$ cat config.mk
export PLATFORM = sky130hd
export DESIGN_NAME = inst_fetch
export DESIGN_NICKNAME = d
export VERILOG_FILES = /design/src/common/core_cfg_pkg.sv /design/src/fetch/inst_fetch.sv
export SDC_FILE = /design/constraint.sdc
export NUM_CORES = 1
export LEC_CHECK = 0
export BUFFER_PORTS_ARGS = -buffer_cell sky130_fd_sc_hd__buf_4
export CORE_MARGIN = 3
export CORE_UTILIZATION = 37
export CTS_CLUSTER_SIZE = 14
export DETAILED_ROUTE_END_ITERATION = 8
export SETUP_SLACK_MARGIN = 0.2
export SLEW_MARGIN = 0
export SYNTH_ARGS = -nofsm -noshare
export SYNTH_HDL_FRONTEND = slang
export SYNTH_SLANG_ARGS = --single-unit
$ cat constraint.sdc
create_clock -name clk -period 3.06 [get_ports clk]
set_input_delay 0.306 -clock clk [delete_from_list [all_inputs] [get_ports clk]]
set_output_delay 0.306 -clock clk [all_outputs]
set_load 0.05 [all_outputs]
$ cat src/common/core_cfg_pkg.sv
package core_cfg_pkg;

    // datapath and address width
    localparam int xlen_c = 64;

    localparam int inst_w_c = 32;

    // x0..x31
    localparam int reg_addr_w_c = 5;

    localparam logic [xlen_c-1:0] reset_pc_c = '0;

    // addi x0, x0, 0 serves as the pipeline bubble
    localparam logic [inst_w_c-1:0] nop_inst_c = 32'h0000_0013;

endpackage

$ cat src/fetch/inst_fetch.sv
module inst_fetch (
    input  logic                                clk,
    input  logic                                rst_n_i,
    input  logic                                jump_en_i,
    input  logic [core_cfg_pkg::xlen_c-1:0]     jump_addr_i,
    input  logic [core_cfg_pkg::inst_w_c-1:0]   if_inst_i,
    output logic [core_cfg_pkg::xlen_c-1:0]     if_inst_addr_o,
    output logic [core_cfg_pkg::inst_w_c-1:0]   id_inst_o,
    output logic [core_cfg_pkg::xlen_c-1:0]     id_pc_o
);
    import core_cfg_pkg::*;

    logic [xlen_c-1:0] pc_q;

    // instruction port is combinational, word comes back this cycle
    assign if_inst_addr_o = pc_q;

    always_ff @(posedge clk) begin
        if (!rst_n_i) begin
            pc_q <= reset_pc_c;
        end else if (jump_en_i) begin
            pc_q <= jump_addr_i;
        end else begin
            pc_q <= pc_q + xlen_c'(4);
        end
    end

    // wrong-path word is dropped on a taken jump
    always_ff @(posedge clk) begin
        if (!rst_n_i || jump_en_i) begin
            id_inst_o <= nop_inst_c;
        end else begin
            id_inst_o <= if_inst_i;
        end
    end

    always_ff @(posedge clk) begin
        id_pc_o <= pc_q;
    end

    // targets come from execute, so alignment depends on decode immediates
    pc_aligned: assert property (@(posedge clk) disable iff (!rst_n_i) pc_q[1:0] == 2'b00)
        else $error("fetch pc not word aligned: %h", pc_q);

endmodule

==> qor.yml <==
status: "complete, no violations"
switching_share_pct: 30.3
grt_max_degree: 79
hold_depth: 2
clock_skew_ns: 0.00732
synth_nets: 708
h-tree-depth: 4
drtAntennaViolNets: 0
yosysTopAreaCell: "dfxtp_1"
cts_buffers: 17
netlist_instances: 608
rsz0062_at_grt: "false"
tns_ns: 0
clock_path_buffers: 2
synth.distinct_cells: 39
core_area_um2: 15400
cp.required_ns: 3.36
final_hold_viol_count: 0
peakVddDrop_mv: 0.403
p_int_mw: 3.72
synth_compound_area_share_pct: 10.3
drt_iter0_drc: 392
ioPinCount: 259
place.gp.congestion: 0.844
yosys_warnings: 0
die_w_um: 132
power_density_nw_per_um2: 619
syn2layout_area_growth_pct: 46.3
insertedDiodeCount: 0
initial_utilization_pct: 38.3
drt_first_pass_iters: 5
power_frac_clock_pct: 36.9
syn_area_per_cell_um2: 9.71
holdCritPathClass: "in -> reg"
synth.top_cells.by_area: "dfxtp_1 (54%), and2_1 (3.6%), xnor2_1 (3.6%), o21ai_0 (3.5%), nand4_1 (3.4%)"
worstSetupEndpointType: "flip-flop"
synthTopCellsByCount: "dfxtp_1 (160), o21ai_0 (41), nand2_1 (39)"
grt_pass1_wl_mm: 29.0
switchingPower_mw: 1.62
finalCoreUtilization_pct: 56.0
tightest_slew_ns: 0.782
root_buffer: "clkbuf_16"
seqPwrFrac_pct: 43.9
path_clk_slew_ns: 0.06
clock_sinks: 160
postCtsSetupBuffers: 0
die-height_um: 132
dpl.hpwl_mm: 13.5
grt_pass1_vias: 5425
yosys.area_share.simple_pct: 24.9
syn_area_um2: 5900
worstPathMaxFanout: 12
overflow: 0
die-area_um2: 17500
yosysTopAreaCellShare_pct: 54.2
synthFlopType: "dfxtp_1"
slew_headroom_pct: 47.4
synth_seq_cells: 160
place_ws_ns: 0.240
cts_tree: "done"
min_period_ns: 2.71
drc: 0
post_drt_wl_per_cell_um: 17.0
finalCritPeriodShare_pct: 88.5
drive_gt1_share_pct: 36.0
finalMaxSlewViolations: 0
vias: 5513
r2r_cells: 5
fmax_mhz: 369
path_class: "reg -> reg"
routed_wl_mm: 18.4
yosysMostFrequentCell: "dfxtp_1"
finalSetupViolCount: 0
avgViaCountPerCell: 5.09
antenna_found_initial: 0
clk_latency_ns: 0.42
portBuffers: 258
leakagePower_nw: 3.76
synthArstFlopShare_pct: 0
rows: 45
maxCapViolCount: 0
synthMuxAreaShare_pct: 1.40
fin_nets: 961
synth_top_family_by_area: "simple AND/OR/NAND/NOR gates"
yosys.area_share.xor_xnor_pct: 6.08
globalRouteTotalUtil_pct: 20.5
worst_slack_ns: 0.351
synthAdderAreaFrac_pct: 0.212
arrival_ns: 3.01
combPwrFrac_pct: 19.2
seq_area_frac_synth_pct: 54.2
startpoint_type: "flip-flop"
synth_edf_count: 0
## cell families (layout without fill, tap and decap cells)
family / after synthesis / count (layout)
compound gates: 99 / 99
simple gates: 256 / 256
mux: 8 / 8
buf+inv: 43 / 308
xor+xnor: 41 / 41
flops: 160 / 160
fa+ha+maj: 1 / 1
## timing repair
action / CTS / global route
gates resized for setup: 0 / 2
hold buffers: 0 / 0
setup endpoints to repair: 0 / 4
## sequential cells by signal (all words and copies together), names as in the netlist
signal          count
id_pc_o            64
if_inst_addr_o     64
id_inst_o          32
## critical path, stage by stage, from the launching register on
cell and delay (ns):
dfxtp_1 0.47, nand4_1 0.33, or4_4 0.67, or4_1 0.66, mux2i_1 0.16, a311o_1 0.31
## cell usage in the layout, fill, tap and decap left out, drive strengths merged, types with 7 or more instances in the layout
cell and n:
a211oi 9, xor2 17, nor2b 7, nor2 18
and4 11, a21oi 29, nor4 15, buf 272
o211a 13, xnor2 24, nand2 39, nand3 30
nand2b 10, nor3 18, or4 13, nand4 33
clkbuf 22, o21ai 41, and3 11, dfxtp 160
and2 34
## path summary, 6_finish.rpt
kind / slack [ns] / to / start
worst max register to register: 0.35 / if_inst_addr_o[62]$_SDFF_PN0_ / if_inst_addr_o[5]$_SDFF_PN0_
worst min-delay path: 0.09 / id_inst_o[14]$_SDFF_PP0_ / if_inst_i[14]
worst max-delay path: 0.35 / if_inst_addr_o[62]$_SDFF_PN0_ / if_inst_addr_o[5]$_SDFF_PN0_
worst min register to register: 0.37 / id_pc_o[1]$_DFF_P_ / if_inst_addr_o[1]$_SDFFE_PN0P_
## routing by layer
layer	GRT usage [%]	share of wire, %
met4	6.29	1.3
met2	33.1	47
met3	7.21	8.9
met1	25.8	43
met5	0	0
## power groups by stage
stage / Clock, mW / Combinational, mW / Sequential [mW]
3_3_place_gp: 0 / 1.03 / 2.39
4_1_cts: 2.02 / 1.03 / 2.35
3_5_place_dp: 0 / 1.03 / 2.39
6_report: 1.97 / 1.02 / 2.35
5_1_grt: 2.10 / 1.08 / 2.37
2_1_floorplan: 0 / 0.163 / 2.85
## through the flow
step	power, mW	hold WS (ns)	instances	area [um2]
2_1_floorplan	3.01	0.407	608	5910
3_3_place_gp	3.42	0.361	1053	8080
3_5_place_dp	3.42	0.369	1053	8080
4_1_cts	5.40	0.0731	1084	8630
5_1_grt	5.54	0.0816	1084	8640
6_report	5.34	0.0910	1084	8640
## cell type report
type                       instances  area (um2)
tap                              211         264
multi-input combinational        405        2540
clock buffer                      22         464
fill                            1410        6790
timing repair buffer             272        2050
sequential                       160        3210
inverter                           5        18.8
clock inverter                     9        86.3
(Power assumes the default switching activity.)
