### src/common/core_cfg_pkg.sv
package core_cfg_pkg;

    // datapath and address width
    localparam int xlen_c = 64;

    localparam int inst_w_c = 32;

    // x0..x31
    localparam int reg_addr_w_c = 5;

    localparam logic [xlen_c-1:0] reset_pc_c = '0;

    // addi x0, x0, 0 serves as the pipeline bubble
    localparam logic [inst_w_c-1:0] nop_inst_c = 32'h0000_0013;

endpackage

### src/common/rv_isa_pkg.sv
package rv_isa_pkg;

    // major opcodes of the supported subset
    typedef enum logic [6:0] {
        OP     = 7'b0110011,
        OP_IMM = 7'b0010011,
        BRANCH = 7'b1100011,
        JAL    = 7'b1101111,
        STORE  = 7'b0100011
    } opcode_e;

    // funct3 of register and immediate arithmetic
    typedef enum logic [2:0] {
        F3_ADD_SUB = 3'b000,
        F3_XOR     = 3'b100,
        F3_OR      = 3'b110,
        F3_AND     = 3'b111
    } alu_f3_e;

    typedef enum logic [2:0] {
        F3_BEQ = 3'b000,
        F3_BNE = 3'b001
    } br_f3_e;

    // doubleword store only
    typedef enum logic [2:0] {
        F3_SD = 3'b011
    } st_f3_e;

    localparam logic [6:0] f7_base_c = 7'b0000000;
    localparam logic [6:0] f7_sub_c  = 7'b0100000;

    typedef enum logic [2:0] {
        ALU_ADD,
        ALU_SUB,
        ALU_AND,
        ALU_OR,
        ALU_XOR
    } alu_op_e;

    // how execute resolves the instruction
    typedef enum logic [1:0] {
        BR_NONE,
        BR_EQ,
        BR_NE,
        BR_JUMP
    } br_kind_e;

endpackage

### src/decode/inst_decode.sv
module inst_decode (
    input  logic                                    clk,
    input  logic                                    rst_n_i,
    input  logic                                    flush_i,
    input  logic [core_cfg_pkg::inst_w_c-1:0]       inst_i,
    input  logic [core_cfg_pkg::xlen_c-1:0]         pc_i,
    output logic [core_cfg_pkg::reg_addr_w_c-1:0]   rs1_addr_o,
    output logic [core_cfg_pkg::reg_addr_w_c-1:0]   rs2_addr_o,
    input  logic [core_cfg_pkg::xlen_c-1:0]         rs1_data_i,
    input  logic [core_cfg_pkg::xlen_c-1:0]         rs2_data_i,
    output logic [core_cfg_pkg::xlen_c-1:0]         ex_pc_o,
    output logic [core_cfg_pkg::xlen_c-1:0]         ex_op1_o,
    output logic [core_cfg_pkg::xlen_c-1:0]         ex_op2_o,
    output logic [core_cfg_pkg::xlen_c-1:0]         ex_imm_o,
    output rv_isa_pkg::alu_op_e                     ex_alu_op_o,
    output rv_isa_pkg::br_kind_e                    ex_br_kind_o,
    output logic [core_cfg_pkg::reg_addr_w_c-1:0]   ex_rd_addr_o,
    output logic                                    ex_reg_wen_o,
    output logic                                    ex_store_o
);
    import core_cfg_pkg::*;
    import rv_isa_pkg::*;

    logic [reg_addr_w_c-1:0] rd_addr;
    logic [2:0]              funct3;
    logic [6:0]              funct7;
    logic [xlen_c-1:0]       imm_i_ext;
    logic [xlen_c-1:0]       imm_s_ext;
    logic [xlen_c-1:0]       imm_b_ext;
    logic [xlen_c-1:0]       imm_j_ext;
    logic [xlen_c-1:0]       imm;
    logic [xlen_c-1:0]       op2;
    alu_op_e                 alu_op;
    br_kind_e                br_kind;
    logic                    reg_wen;
    logic                    store;

    assign rd_addr    = inst_i[11:7];
    assign funct3     = inst_i[14:12];
    assign rs1_addr_o = inst_i[19:15];
    assign rs2_addr_o = inst_i[24:20];
    assign funct7     = inst_i[31:25];

    assign imm_i_ext = {{52{inst_i[31]}}, inst_i[31:20]};
    assign imm_s_ext = {{52{inst_i[31]}}, inst_i[31:25], inst_i[11:7]};
    assign imm_b_ext = {{51{inst_i[31]}}, inst_i[31], inst_i[7], inst_i[30:25],
                        inst_i[11:8], 1'b0};
    assign imm_j_ext = {{43{inst_i[31]}}, inst_i[31], inst_i[19:12], inst_i[20],
                        inst_i[30:21], 1'b0};

    // anything not matched below leaves the bubble defaults
    always_comb begin
        alu_op  = ALU_ADD;
        br_kind = BR_NONE;
        imm     = imm_i_ext;
        op2     = rs2_data_i;
        reg_wen = 1'b0;
        store   = 1'b0;
        case (inst_i[6:0])
            OP: begin
                reg_wen = (funct7 == f7_base_c) ||
                          (funct7 == f7_sub_c && funct3 == F3_ADD_SUB);
                case (funct3)
                    F3_ADD_SUB: alu_op = funct7[5] ? ALU_SUB : ALU_ADD;
                    F3_XOR:     alu_op = ALU_XOR;
                    F3_OR:      alu_op = ALU_OR;
                    F3_AND:     alu_op = ALU_AND;
                    default:    reg_wen = 1'b0;
                endcase
            end
            OP_IMM: begin
                // addi only, immediate takes the op2 slot
                reg_wen = (funct3 == F3_ADD_SUB);
                op2     = imm_i_ext;
            end
            BRANCH: begin
                imm = imm_b_ext;
                if (funct3 == F3_BEQ) begin
                    br_kind = BR_EQ;
                end else if (funct3 == F3_BNE) begin
                    br_kind = BR_NE;
                end
            end
            JAL: begin
                imm     = imm_j_ext;
                br_kind = BR_JUMP;
                reg_wen = 1'b1;
            end
            STORE: begin
                imm   = imm_s_ext;
                store = (funct3 == F3_SD);
            end
            default: ;
        endcase
        // x0 is never written
        if (rd_addr == '0) begin
            reg_wen = 1'b0;
        end
    end

    always_ff @(posedge clk) begin
        if (!rst_n_i || flush_i) begin
            ex_reg_wen_o <= 1'b0;
            ex_store_o   <= 1'b0;
            ex_br_kind_o <= BR_NONE;
        end else begin
            ex_reg_wen_o <= reg_wen;
            ex_store_o   <= store;
            ex_br_kind_o <= br_kind;
        end
    end

    always_ff @(posedge clk) begin
        ex_pc_o      <= pc_i;
        ex_op1_o     <= rs1_data_i;
        ex_op2_o     <= op2;
        ex_imm_o     <= imm;
        ex_alu_op_o  <= alu_op;
        ex_rd_addr_o <= rd_addr;
    end

    store_no_wen: assert property (@(posedge clk) disable iff (!rst_n_i)
        ex_store_o |-> !ex_reg_wen_o)
        else $error("store in execute with register write set");

endmodule

### config.mk
export PLATFORM = sky130hd
export DESIGN_NAME = inst_decode
export DESIGN_NICKNAME = d
export VERILOG_FILES = /design/src/common/core_cfg_pkg.sv /design/src/common/rv_isa_pkg.sv /design/src/decode/inst_decode.sv
export SDC_FILE = /design/constraint.sdc
export NUM_CORES = 1
export LEC_CHECK = 0
export BUFFER_PORTS_ARGS = -buffer_cell sky130_fd_sc_hd__buf_2
export CORE_AREA = 2 2 198 200
export DETAILED_ROUTE_END_ITERATION = 7
export DIE_AREA = 0 0 200 202
export SYNTH_ARGS = -nofsm -noshare
export SYNTH_HDL_FRONTEND = slang
export SYNTH_SLANG_ARGS = --single-unit
### constraint.sdc
create_clock -name clk -period 3.65 [get_ports clk]
set_input_delay 0.9125 -clock clk [delete_from_list [all_inputs] [get_ports clk]]
set_output_delay 0.9125 -clock clk [all_outputs]
set_load 0.005 [all_outputs]
==> reports/results.ini <==
[outcome]
status = complete, no violations

[worst_hold_path]
whs_endpoint = ex_pc_o[36]$_DFF_P_
hp-start = pc_i[36]
min_path_type = input port to register
hold_depth = 1

[global_route]
first_global_vias = 4578
antenna_found_initial = 2
grt_usage_pct = 9.48
grt_max_degree = 54
grt_overflow = 0
grt_pass1_wl_um = 28300

[floorplanning]
dieWidth_um = 200
rows = 72
die_h_um = 202
initial_core_util_pct = 15.3
core_sq_mm = 0.0383
die-area_sq_mm = 0.0404
io_pins = 505

[placed_design]
post-place-ws_ns = 0.756
dpl.hpwl_um = 16300
gp_congestion = 0.826
placed_area_sq_mm = 0.00862
portBuffers = 504

[critical_path]
critPathBufInv = 1
critical_path_class = register to output pin
path_cells = buf_2
setup.worst_path.start = ex_imm_o[20]$_DFF_P_
cpMaxStageDelayCell = dfxtp_1
cp-start-kind = register
critPathArrivalTime_ns = 1.74
cp_slowest_stage_delay_ns = 0.95
cpLargestDelayFamily = flip-flops
cp.required_ns = 2.74
endpoint_kind = output pin
critPathMaxFanout = 44

[logic_synthesis]
ys_seq_area_share_pct = 76.7
ys_types = 29
ys.flop_type = dfxtp_1
synth_most_common_cell = dfxtp_1
yosysWarningCount = 0
ys_seq_elements = 225
syn_area_sq_mm = 0.00587
synth_edf_count = 0
async_reset_ff_share_pct = 0
netlist_top_cells_count = 225 x dfxtp_1, 61 x a21o_1, 54 x buf_4
synth_area_per_cell_sq_um = 14.3
ys_top_cells_by_area = dfxtp_1 77%, a21o_1 7.8%, buf_4 6.9%
yosys.area.top_type = dfxtp_1
syn_inst = 411
synth_top_area_share_pct = 76.7
synthesis.nets = 638

[timing]
setup_viol = 0
worstMarginPinSlew_ns = 0.960
maxSlewHeadroom_pct = 35.9
drv_slew = 0
timing.final.ws_setup_ns = 0.997
final-hold-violation-count = 0
period_share_pct = 72.7
rsz0062_at_grt = no
fin_crit_ns = 2.65
setup_tns_ns = 0
max_clock_freq_mhz = 377

[layout]
drive_gt1_share_pct = 62.8
design_area_sq_mm = 0.00947
final_nets = 1105
diodes = 0
nFillCells = 4033
syn_to_final_growth_pct = 61.4

[route]
drc = 0
drt_iter0_drc = 157
first_pass_iters = 4
wire_per_inst_um = 14.8
via_per_inst = 3.30
ant_nets = 0
wirelength_um = 20900
vias = 4667

[cts]
cts_hold_buf = 0
cts_max_path_buffers = 3
numCtsBuffers = 24
clock_sinks = 225
cts_tree = done
cts.reportedPaths.clkPinSlew_ns = 0.06
cts-resized-gates = 0
htree_levels = 1
root_buffer = clkbuf_16
cts_setup_buffers = 0

[pwr]
ir_worst_vdd_mv = 0.334
power.density_mw_per_mm2 = 593
power.leakage_nw = 4.92

[run]
maxCapViolCount = 0

## state kept, by name, indices dropped and copies added (netlist names)
name	count
ex_rd_addr_o	5
ex_br_kind_o	2
ex_op2_o	64
ex_op1_o	64
ex_pc_o	64
ex_store_o	1
ex_imm_o	21
ex_alu_op_o	3
ex_reg_wen_o	1
## area by class of cell
class / instances / area [sq um] / area share, %
clock buffers: 35 / 692 / 7.30
clock inverters: 9 / 161 / 1.70
inverters: 2 / 7.51 / 0.0792
multi-input cells: 118 / 903 / 9.54
flip-flops and latches: 225 / 4500 / 47.5
well taps: 518 / 648 / 6.84
repair buffers: 507 / 2560 / 27.0
## how the worst max path moves through the flow
stage / end / depth (start not counted)
floorplan: ex_op2_o[10]$_DFF_P_ / 6
global placement: ex_op2_o[1]$_DFF_P_ / 6
detailed placement: ex_op2_o[2]$_DFF_P_ / 6
CTS: ex_imm_o[59] / 1
global route: ex_imm_o[28] / 1
finish: ex_imm_o[58] / 1
## kinds of logic (layout without fill, tap and decap cells)
| kind of cell | after synthesis | in the layout | synth area share [%] |
|---|---|---|---|
| AO/OA/AOI/OAI | 69 | 69 | 8.78 |
| buffers and inverters | 68 | 553 | 8.03 |
| flip-flops | 225 | 225 | 76.7 |
| multiplexers | 15 | 15 | 3.32 |
| AND/OR/NAND/NOR | 34 | 34 | 3.13 |
## through the flow
step / instances / util [%] / hold WS, ns / power [mW]
6_report: 1414 / 24.7 / 0.479 / 5.62
5_1_grt: 1414 / 24.7 / 0.442 / 5.86
4_1_cts: 1414 / 24.7 / 0.436 / 5.72
3_5_place_dp: 1370 / 22.5 / 1.02 / 3.08
3_3_place_gp: 1370 / 22.5 / 1.01 / 3.07
2_1_floorplan: 411 / - / 0.940 / 2.80
## metal layers
| metal | up-vias | track usage, % | routed length [um] |
|---|---|---|---|
| met3 | 34 | 3.20 | 2050 |
| met4 | 2 | 3.07 | 577 |
| met1 | 2149 | 11.2 | 8210 |
| met5 | - | 0 | 13 |
| met2 | 248 | 16.0 | 10000 |
| li1 | 2234 | - | - |
## where the power goes
group | switching, mW | internal (mW) | total [mW]
combinational | 0.163 | 0.223 | 0.387
clock | 0.999 | 1.60 | 2.60
sequential | 0.0422 | 2.59 | 2.63
## layout by cell type (no fill, tap or decap), types with 3 or more instances in the layout
master / n
nor3_1: 3
nand3_1: 3
clkbuf_8: 5
clkbuf_1: 6
dfxtp_1: 225
nor2_1: 9
a21o_1: 61
bufinv_16: 4
clkbuf_16: 24
buf_2: 504
nor2b_1: 3
nand2_1: 4
nand4_1: 3
mux2_4: 7
mux2_2: 8
Note: power is estimated with default switching activity, not from simulation.
