--- src/common/core_cfg_pkg.sv ---
package core_cfg_pkg;

    // datapath and address width
    localparam int xlen_c = 64;

    localparam int inst_w_c = 32;

    // x0..x31
    localparam int reg_addr_w_c = 5;

    localparam logic [xlen_c-1:0] reset_pc_c = '0;

    // addi x0, x0, 0 serves as the pipeline bubble
    localparam logic [inst_w_c-1:0] nop_inst_c = 32'h0000_0013;

endpackage

--- src/verilog/mem_wb.sv ---
module mem_wb (
    input  logic                                    clk,
    input  logic                                    rst_n_i,
    input  logic                                    store_i,
    input  logic [core_cfg_pkg::xlen_c-1:0]         waddr_i,
    input  logic [core_cfg_pkg::xlen_c-1:0]         wdata_i,
    input  logic [core_cfg_pkg::xlen_c-1:0]         rd_data_i,
    input  logic [core_cfg_pkg::reg_addr_w_c-1:0]   rd_addr_i,
    input  logic                                    reg_wen_i,
    output logic                                    mem_wen_o,
    output logic [core_cfg_pkg::xlen_c-1:0]         mem_waddr_o,
    output logic [core_cfg_pkg::xlen_c-1:0]         mem_wdata_o,
    output logic [core_cfg_pkg::xlen_c-1:0]         wb_rd_data_o,
    output logic [core_cfg_pkg::reg_addr_w_c-1:0]   wb_rd_addr_o,
    output logic                                    wb_reg_wen_o
);

    // store port comes straight from the execute/memory register
    assign mem_wen_o   = store_i;
    assign mem_waddr_o = waddr_i;
    assign mem_wdata_o = wdata_i;

    always_ff @(posedge clk) begin
        if (!rst_n_i) begin
            wb_reg_wen_o <= 1'b0;
        end else begin
            wb_reg_wen_o <= reg_wen_i;
        end
    end

    always_ff @(posedge clk) begin
        wb_rd_data_o <= rd_data_i;
        wb_rd_addr_o <= rd_addr_i;
    end

    sd_aligned: assert property (@(posedge clk) disable iff (!rst_n_i)
        store_i |-> waddr_i[2:0] == 3'b000)
        else $error("misaligned doubleword store at %h", waddr_i);

endmodule

--- config.mk ---
export PLATFORM = sky130hd
export DESIGN_NAME = mem_wb
export DESIGN_NICKNAME = d
export VERILOG_FILES = /design/src/common/core_cfg_pkg.sv /design/src/verilog/mem_wb.sv
export SDC_FILE = /design/constraint.sdc
export NUM_CORES = 1
export LEC_CHECK = 0
export BUFFER_PORTS_ARGS = -buffer_cell sky130_fd_sc_hd__clkbuf_2
export CAP_MARGIN = 20
export CORE_AREA = 2 2 155 157
export DETAILED_ROUTE_END_ITERATION = 6
export DIE_AREA = 0 0 157 159
export PLACE_DENSITY = 0.35
export SYNTH_ARGS = -nofsm -noshare
export SYNTH_HDL_FRONTEND = slang
export SYNTH_SLANG_ARGS = --single-unit
export TNS_END_PERCENT = 5
--- constraint.sdc ---
create_clock -name clk -period 1.15 [get_ports clk]
set_clock_uncertainty 0.2 [all_clocks]
set_input_delay 0.23 -clock clk [delete_from_list [all_inputs] [get_ports clk]]
set_output_delay 0.23 -clock clk [all_outputs]
set_load 0.02 [all_outputs]
==> metrics, run 1 <==
synth cell count leaders=129 x buf_4, 70 x dfxtp_1, 1 x and2_1; DP Area=2510 um2; largest family of logic cells by synthesized area=buffers and inverters; Worst Tran Pin Value=0.114 ns; Synth Cell Area=around 2400 um2; failing checks=setup timing; number of global-route vias before repair=1746; final cycle utilization of the critical path=105%; DR vias=1616; status=finished, violations left; internal power=approximately 4.9 mW; combinational share of power=13.9%; Routed WL=11.6 mm; CP max FO=1; Layout Nets=495; fin worst setup slack=-0.0575 ns; synth top area cells=dfxtp_1 59%, buf_4 41%, and2_1 0.26%; Total GRT Usage=8.27%; top cell type's share of synthesized area=about three fifths; Yosys reg bits=70; share of cells above drive strength 1=75.9%; worst slack on hold paths=between 0.2 and 0.3 ns; Slew headroom=92.4%; NetSw=roughly 1.5 mW; Final setup viols=70; slowest CP cell=dfxtp_2; final hold viol count=0; Iter 0 DRT Violations=36; PortBufs=141; clk root buf=clkbuf_16; global route overflow=0; die area=25000 um2; I/O pin cnt=400; row count=between 50 and 60; type of the tightest min-delay check=input port to primary output; Highest Clock Rate=828 MHz; Post-Synth XOR/XNOR Area=0%; placed wire-length estimate=about 8.7 mm; cell with the most instances after synthesis=buf_4; core area=between 20000 and 25000 um2; ANT nets after route=0; most used flip-flop cell after synthesis=dfxtp_1; post-DR wirelength/cell=18.7 um; post-synthesis sequential area ratio=roughly 60%; area growth from synthesis to layout=81.7%; Starting Density=between 10 and 15%; chip height=~160 um; crit-path max cell delay=around 0.35 ns; die width=approximately 160 um; CP Class=flip-flop to primary output; largest net degree at the start of global routing=15; largest area contributor in the netlist=dfxtp_1; share of power burned in registers=a little over two fifths; crit path cell chain=buf_8; Avg Cell Area, Syn=between 10 and 15 um2; Req. time, crit path=a little over 0.7 ns; LEAKAGE=1.85 nW; WP buf/inv=1; DRT Pass-1 Iters=3; WP data arrival=roughly 0.78 ns; final max-slew violation count=0; Diodes inserted=0; number of flops mapped to enable cells by yosys=0; initial antenna violation count=0; mux contribution to synthesized area=0%; post-synthesis simple-gate area fraction=0.263%; Cells after Synth=200; adder-cell share of the synthesized area=0%; post-route cell area=4320 um2; Syn. warnings=0; net switching fraction of the power=23.4%; first-pass GRT wire length=approximately 14 mm; ys async rst share=0%; critical path endpoint category=primary output; Worst Setup Start Kind=flip-flop; Clock Tree Buf Depth=2; clk sinks=70; Yosys cell types=3; Final Critical Period=about 1.2 ns; synthesized net count=roughly 400; clock share of power=between 40% and 50%; Via density=about 2.6; Peak VDD IR=about 0.7 mV; RSZ-0062 raised after global routing=true; Compound-Gate Fraction of Synth Area=0%; Top delay family on crit path=flip-flops; DRC=0; total CTS buffers=9; CTS clk-pin slew, worst paths=approximately 0.06 ns; CTS tree=yes; Power Dens Cells=1470 nW/um2; GPL Wtd Cong=~0.72; max-cap violations=0; H-tree lvl count=3; postcts setup bufs=0
-- worst paths after layout --
| path | startpoint | endpoint | depth (start not counted) |
|---|---|---|---|
| min | waddr_i[12] | mem_waddr_o[12] | 0 |
| max | wb_rd_data_o[51]$_DFF_P_ | wb_rd_data_o[51] | 1 |
-- stage by stage --
| stage | utilization (%) | cells | TNS [ns] | total power, mW | setup slack, ns |
|---|---|---|---|---|---|
| after floorplan | - | 200 | 0 | 3.47 | 0.325 |
| after global placement | 10.8 | 531 | 0 | 3.08 | 0.252 |
| after detailed placement | 10.8 | 531 | 0 | 3.07 | 0.250 |
| after CTS | 18.2 | 618 | -4.82 | 6.32 | -0.0812 |
| after global routing | 18.6 | 618 | -4.78 | 6.59 | -0.0937 |
| final | 18.6 | 618 | -2.88 | 6.34 | -0.0575 |
-- metal layers --
metal | up-vias | wire, um | global-route usage, %
met5 | - | 0 | 0
met1 | 653 | 2130 | 3.75
li1 | 667 | - | -
met3 | 54 | 2510 | 7.54
met2 | 242 | 6280 | 16.2
met4 | 0 | 636 | 5.88
-- cell usage in the layout (no fill, tap or decap) --
cell,count
inv_6,3
clkbuf_16,9
bufinv_16,1
dfxtp_2,70
clkinvlp_4,2
clkbuf_2,71
and2_1,1
buf_8,70
clkinv_4,1
dlygate4sd3_1,71
-- sequential cells by signal (all words and copies together) (netlist names) --
register,count
wb_rd_addr_o,5
wb_reg_wen_o,1
wb_rd_data_o,64
-- cells by family (layout without fill, tap and decap cells) --
family	Yosys count	in the layout
buf+inv	129	228
flops	70	70
simple gates	1	1
-- power groups by stage --
stage	logic, mW	clock network (mW)	registers [mW]
CTS	0.815	2.88	2.63
global route	0.918	2.99	2.68
floorplan	0.656	0	2.81
finish	0.880	2.78	2.67
global placement	0.435	0	2.64
detailed placement	0.427	0	2.64
-- cell type report --
cell class / instances / area, um2
clock buffer: 9 / 225
multi-input combinational: 1 / 6.26
tap: 319 / 399
clock inverter: 7 / 80.1
fill: 2437 / 18900
sequential: 70 / 1490
timing repair buffer: 212 / 2120
-- timing repair --
action                     CTS  global route
hold buffers                71             0
gates resized for setup    204            76
pin swaps                    0             0
setup endpoints to repair   70            70
hold endpoints to repair    70             0
Power figures use the tool's default switching activity.
==> run 2: changes to the inputs <==
Settings changed: PLACE_DENSITY 0.35 to unset.
==> run 2 against run 1 <==
The run still ends with setup timing left; clock-buffer cell count grew 2; non-clock buffer count is the same; critical endpoint is now wb_rd_data_o[28]; critical path type unchanged; final area shrank 0.67%.
==> metrics, run 2 (synthesized netlist as in run 1, its figures left out) <==
Slew headroom=92.9% (+0.50 points); status=finished, violations left; share of cells above drive strength 1=75.6% (-0.33 points); Total GRT Usage=6.34% (-1.9 points); crit-path max cell delay=0.33 ns (-0.02 ns); row count=56 (unchanged); total CTS buffers=9 (unchanged); placed wire-length estimate=5.53 mm (-37%); Starting Density=10.2% (unchanged); Iter 0 DRT Violations=62 (+72%); CP Class=flip-flop to primary output; Peak VDD IR=0.444 mV (-37%); number of global-route vias before repair=1754 (+0.46%); die width=157 um (unchanged); PortBufs=141 (unchanged); most used cells in the layout excluding fill and tap cells=71 x dlygate4sd3_1, 71 x clkbuf_2, 70 x buf_8, 70 x dfxtp_2, 9 x clkbuf_16; fin cells=618 (unchanged); DR vias=1590 (-1.6%); clk sinks=70 (unchanged); crit path cell chain=buf_8; max-cap violations=0 (unchanged); chip height=159 um (unchanged); Largest regs=wb_rd_data_o: 64 flops, wb_rd_addr_o: 5 flops, wb_reg_wen_o: 1 flops; Req. time, crit path=0.72 ns (about the same); RSZ-0062 raised after global routing=true; area growth from synthesis to layout=80.5%; global route overflow=0 (unchanged); Highest Clock Rate=820 MHz (-1.0%); Routed WL=8.10 mm (-30%); Worst Tran Pin Value=0.107 ns (-0.00751 ns); Worst Setup Start Kind=flip-flop; die area=25000 um2 (unchanged); WP buf/inv=1 (unchanged); max FFs per register=64 (unchanged); DRC=0 (unchanged); CTS tree=yes; first-pass GRT wire length=10.7 mm (-23%); pre-CTS WS=0.244 ns (-0.00628 ns); largest net degree at the start of global routing=13 (-2); Power Dens Cells=1430 nW/um2 (-2.4%); clk root buf=clkbuf_16; H-tree lvl count=3 (unchanged); initial antenna violation count=0 (unchanged); core area=23200 um2 (unchanged); Final Critical Period=1.22 ns (+0.0125 ns); TNS Setup=-3.64 ns (-0.763 ns); Final setup viols=70 (unchanged); ANT nets after route=0 (unchanged); fin worst setup slack=-0.0699 ns (-0.0125 ns); post-DR wirelength/cell=13.1 um (-30%); CTS clk-pin slew, worst paths=0.07 ns (about the same); final hold viol count=0 (unchanged); largest register by flop count=wb_rd_data_o; Via density=2.57 (-1.6%); WP data arrival=0.79 ns (about the same); slowest CP cell=dfxtp_2; I/O pin cnt=400 (unchanged); Layout Nets=495 (unchanged); critical path endpoint category=primary output; final cycle utilization of the critical path=106% (+1.1 points); Fill cells=2467 (+1.2%); final max-slew violation count=0 (unchanged); type of the tightest min-delay check=input port to primary output; Diodes inserted=0 (unchanged); Top delay family on crit path=flip-flops; Clock Tree Buf Depth=2 (unchanged); DRT Pass-1 Iters=2 (-1); CP max FO=1 (unchanged); Placed Cells=531 (unchanged); LEAKAGE=1.84 nW (-0.60%); area of the multi-input gates=6.26 um2 (unchanged); GPL Wtd Cong=0.596 (-17%); failing checks=setup timing; register area=1490 um2 (unchanged)
-- run 2: changes by cell type in the layout (fill, tap and decap cells not counted), sizes merged --
cell / change
bufinv: -1
clkbuf: +2
clkinv: +1
inv: -2
-- run 2: per-layer routing --
layer	track usage, %	routed length (um)	vias up	part of all wire, %
li1	-	-	665	-
met1	3.81	2110	660	26
met2	10.5	3790	170	47
met3	4.06	1170	95	14
met4	8.80	1030	0	13
met5	0	0	-	0
-- run 2: worst paths after layout --
path	depth (start not counted)	endpoint	slack, ns	from
setup / recovery	1	wb_rd_data_o[28]	-0.07	wb_rd_data_o[28]$_DFF_P_
hold / removal	0	mem_waddr_o[24]	0.26	waddr_i[24]
-- run 2: final cells by class --
| cell class | count | share of cell area (%) |
|---|---|---|
| Clock buffer | 11 | 5.66 |
| Clock inverter | 5 | 0.788 |
| Multi-Input combinational cell | 1 | 0.146 |
| Sequential cell | 70 | 34.7 |
| Tap cell | 319 | 9.31 |
| Timing Repair Buffer | 212 | 49.4 |
-- run 2: where the power goes --
part	switching [mW]	total, mW	internal [mW]
logic	0.298	0.862	0.565
clock network	1.09	2.61	1.52
registers	0.0840	2.67	2.59
-- run 2: timing repair --
item                                   in CTS  in global routing
setup endpoints to repair                  70                 70
endpoints found under the hold margin      70                  0
resized for setup                         199                 80
buffers inserted                            0                  0
hold buffers                               71                  0
-- run 2: metrics by stage --
| stage | hold slack, ns | utilization [%] | power [mW] | area [um2] |
|---|---|---|---|---|
| final | 0.260 | 18.5 | 6.14 | 4290 |
| after global routing | 0.260 | 18.5 | 6.46 | 4290 |
| after detailed placement | 0.134 | 10.8 | 3.07 | 2510 |
| after floorplan | 0.0577 | - | 3.47 | 2380 |
| after CTS | 0.260 | 18.1 | 6.21 | 4190 |
| after global placement | 0.133 | 10.8 | 3.06 | 2510 |
==> run 3: changes to the inputs <==
Settings changed: CELL_PAD_IN_SITES_DETAIL_PLACEMENT set to 0, CELL_PAD_IN_SITES_GLOBAL_PLACEMENT set to 1, CORE_AREA 2 2 155 157 to 2 2 153 155, DIE_AREA 0 0 157 159 to 0 0 155 157, PLACE_DENSITY_LB_ADDON set to 0.1.
==> run 3 against run 2 <==
The flow still finishes with violations (setup timing); via count decreased by 4.9%; sequential share of layout area is 0.091 points higher; fmax fell by 0.27%; final cell count is 5.5% lower; final area shrank 0.26%; clock-buffer cell count down 1; die area decreased by 2.5%; non-clock buffer count unchanged; sequential power barely moved; setup slack worse by 0.0033 ns; critical path type unchanged.
==> metrics, run 3 (synthesized netlist as in run 1, its figures left out) <==
area growth from synthesis to layout=80.0%; die width=155 um (-1.3%); post-DR wirelength/cell=10.8 um (-17%); RSZ-0062 raised after global routing=true; pre-CTS WS=0.203 ns (-0.0405 ns); most used cells in the layout excluding fill and tap cells=71 x dlygate4sd3_1, 71 x clkbuf_2, 70 x buf_8, 70 x dfxtp_2, 9 x clkbuf_16; Clock Tree Buf Depth=2 (unchanged); max-cap violations=0 (unchanged); clk root buf=clkbuf_16; PortBufs=141 (unchanged); Finished Core Util=19.0% (+0.52 points); slowest CP cell=dfxtp_2; DP Area=2470 um2 (-1.7%); WP buf/inv=1 (unchanged); number of global-route vias before repair=1647 (-6.1%); clk sinks=70 (unchanged); CP Class=flip-flop to primary output; core area=22500 um2 (-3.0%); Highest Clock Rate=817 MHz (-0.27%); TNS Setup=-3.84 ns (-0.200 ns); Peak VDD IR=0.688 mV (+55%); Req. time, crit path=0.72 ns (about the same); Worst setup endpoint=wb_rd_data_o[55]; share of cells above drive strength 1=75.9% (+0.33 points); ANT nets after route=0 (unchanged); crit-path max cell delay=0.34 ns (about the same); I/O pin cnt=400 (unchanged); postcts setup bufs=0 (unchanged); net switching fraction of the power=23.6% (-0.40 points); row count=55 (-1.8%); Top delay family on crit path=flip-flops; final cycle utilization of the critical path=106% (+0.29 points); Pwr Total=6.41 mW (+4.4%); Slew headroom=92.8% (-0.10 points); largest net degree at the start of global routing=14 (+1); DRC=0 (unchanged); NetSw=1.51 mW (+2.6%); share of power burned in registers=41.6% (-1.9 points); failing checks=setup timing; status=finished, violations left; total CTS buffers=9 (unchanged); Power Dens Cells=1500 nW/um2 (+4.6%); Final setup viols=70 (unchanged); WP data arrival=0.79 ns (about the same); combinational share of power=13.3% (-0.7 points); Layout Nets=495 (unchanged); DRT Pass-1 Iters=2 (unchanged); Worst Setup Start Kind=flip-flop; initial antenna violation count=0 (unchanged); Iter 0 DRT Violations=39 (-37%); fin worst setup slack=-0.0733 ns (-0.00333 ns); Total GRT Usage=5.00% (-1.3 points); final max-slew violation count=0 (unchanged); Final Critical Period=1.22 ns (+0.00333 ns); H-tree lvl count=3 (unchanged); critical path endpoint category=primary output; Largest regs=wb_rd_data_o: 64 flops, wb_rd_addr_o: 5 flops, wb_reg_wen_o: 1 flops; max FFs per register=64 (unchanged); GPL Wtd Cong=0.620 (+4.1%); post-route cell area=4280 um2 (-0.26%); DR vias=1512 (-4.9%); Diodes inserted=0 (unchanged); die area=24300 um2 (-2.5%); Routed WL=6.33 mm (-22%); chip height=157 um (-1.3%); Worst path depth=1 (unchanged); LEAKAGE=1.85 nW (+0.93%); Setup crit start=wb_rd_data_o[55]$_DFF_P_; type of the tightest min-delay check=input port to primary output; first-pass GRT wire length=8.63 mm (-19%); Hold Path Depth=0 (unchanged); CTS clk-pin slew, worst paths=0.06 ns (about the same); CTS tree=yes; crit path cell chain=buf_8; global route overflow=0 (unchanged); internal power=4.90 mW (+4.9%); CP max FO=1 (unchanged); Worst Tran Pin Value=0.108 ns (+0.00153 ns); final hold viol count=0 (unchanged); Starting Density=10.6% (+0.31 points); largest register by flop count=wb_rd_data_o; Via density=2.59 (+0.63%); clock share of power=45.1% (+2.6 points)
## run 3: metal layers
layer  track usage, %  up-vias  routed length, um
met4             5.34        0                416
li1                 -      668                  -
met3             2.78       56                716
met2             8.70      117               3400
met1             3.70      671               1800
met5                0        -                  0
## run 3: how the worst min path moves through the flow
stage	startpoint	endpoint	slack [ns]
after floorplan	rd_addr_i[0]	wb_rd_addr_o[0]$_DFF_P_	0.06
after global placement	rd_data_i[22]	wb_rd_data_o[22]$_DFF_P_	0.13
after detailed placement	rd_data_i[26]	wb_rd_data_o[26]$_DFF_P_	0.13
after CTS	waddr_i[20]	mem_waddr_o[20]	0.26
after global routing	waddr_i[12]	mem_waddr_o[12]	0.26
final	waddr_i[4]	mem_waddr_o[4]	0.26
## run 3: stage by stage
| stage | std cells | hold WS [ns] |
|---|---|---|
| 2_1_floorplan | 200 | 0.0577 |
| 3_3_place_gp | 497 | 0.132 |
| 3_5_place_dp | 497 | 0.134 |
| 4_1_cts | 584 | 0.260 |
| 5_1_grt | 584 | 0.260 |
| 6_report | 584 | 0.260 |
## run 3: power groups by stage
| stage | clock, mW | sequential [mW] | combinational (mW) |
|---|---|---|---|
| after global placement | 0 | 2.64 | 0.433 |
| after detailed placement | 0 | 2.64 | 0.426 |
| after floorplan | 0 | 2.81 | 0.656 |
| after global routing | 3.18 | 2.68 | 0.901 |
| after CTS | 3.08 | 2.63 | 0.816 |
| final | 2.89 | 2.67 | 0.855 |
## run 3: final cells by class
class | count | area, um2
clock buffer | 10 | 239
clock inverter | 6 | 68.8
fill | 2442 | 18200
multi-input combinational | 1 | 6.26
sequential | 70 | 1490
tap | 285 | 357
timing repair buffer | 212 | 2120
## run 3: repair_timing
action	in CTS	in global routing
resized for setup	201	75
hold endpoints to repair	70	0
setup endpoints to repair	70	70
hold buffers	71	0
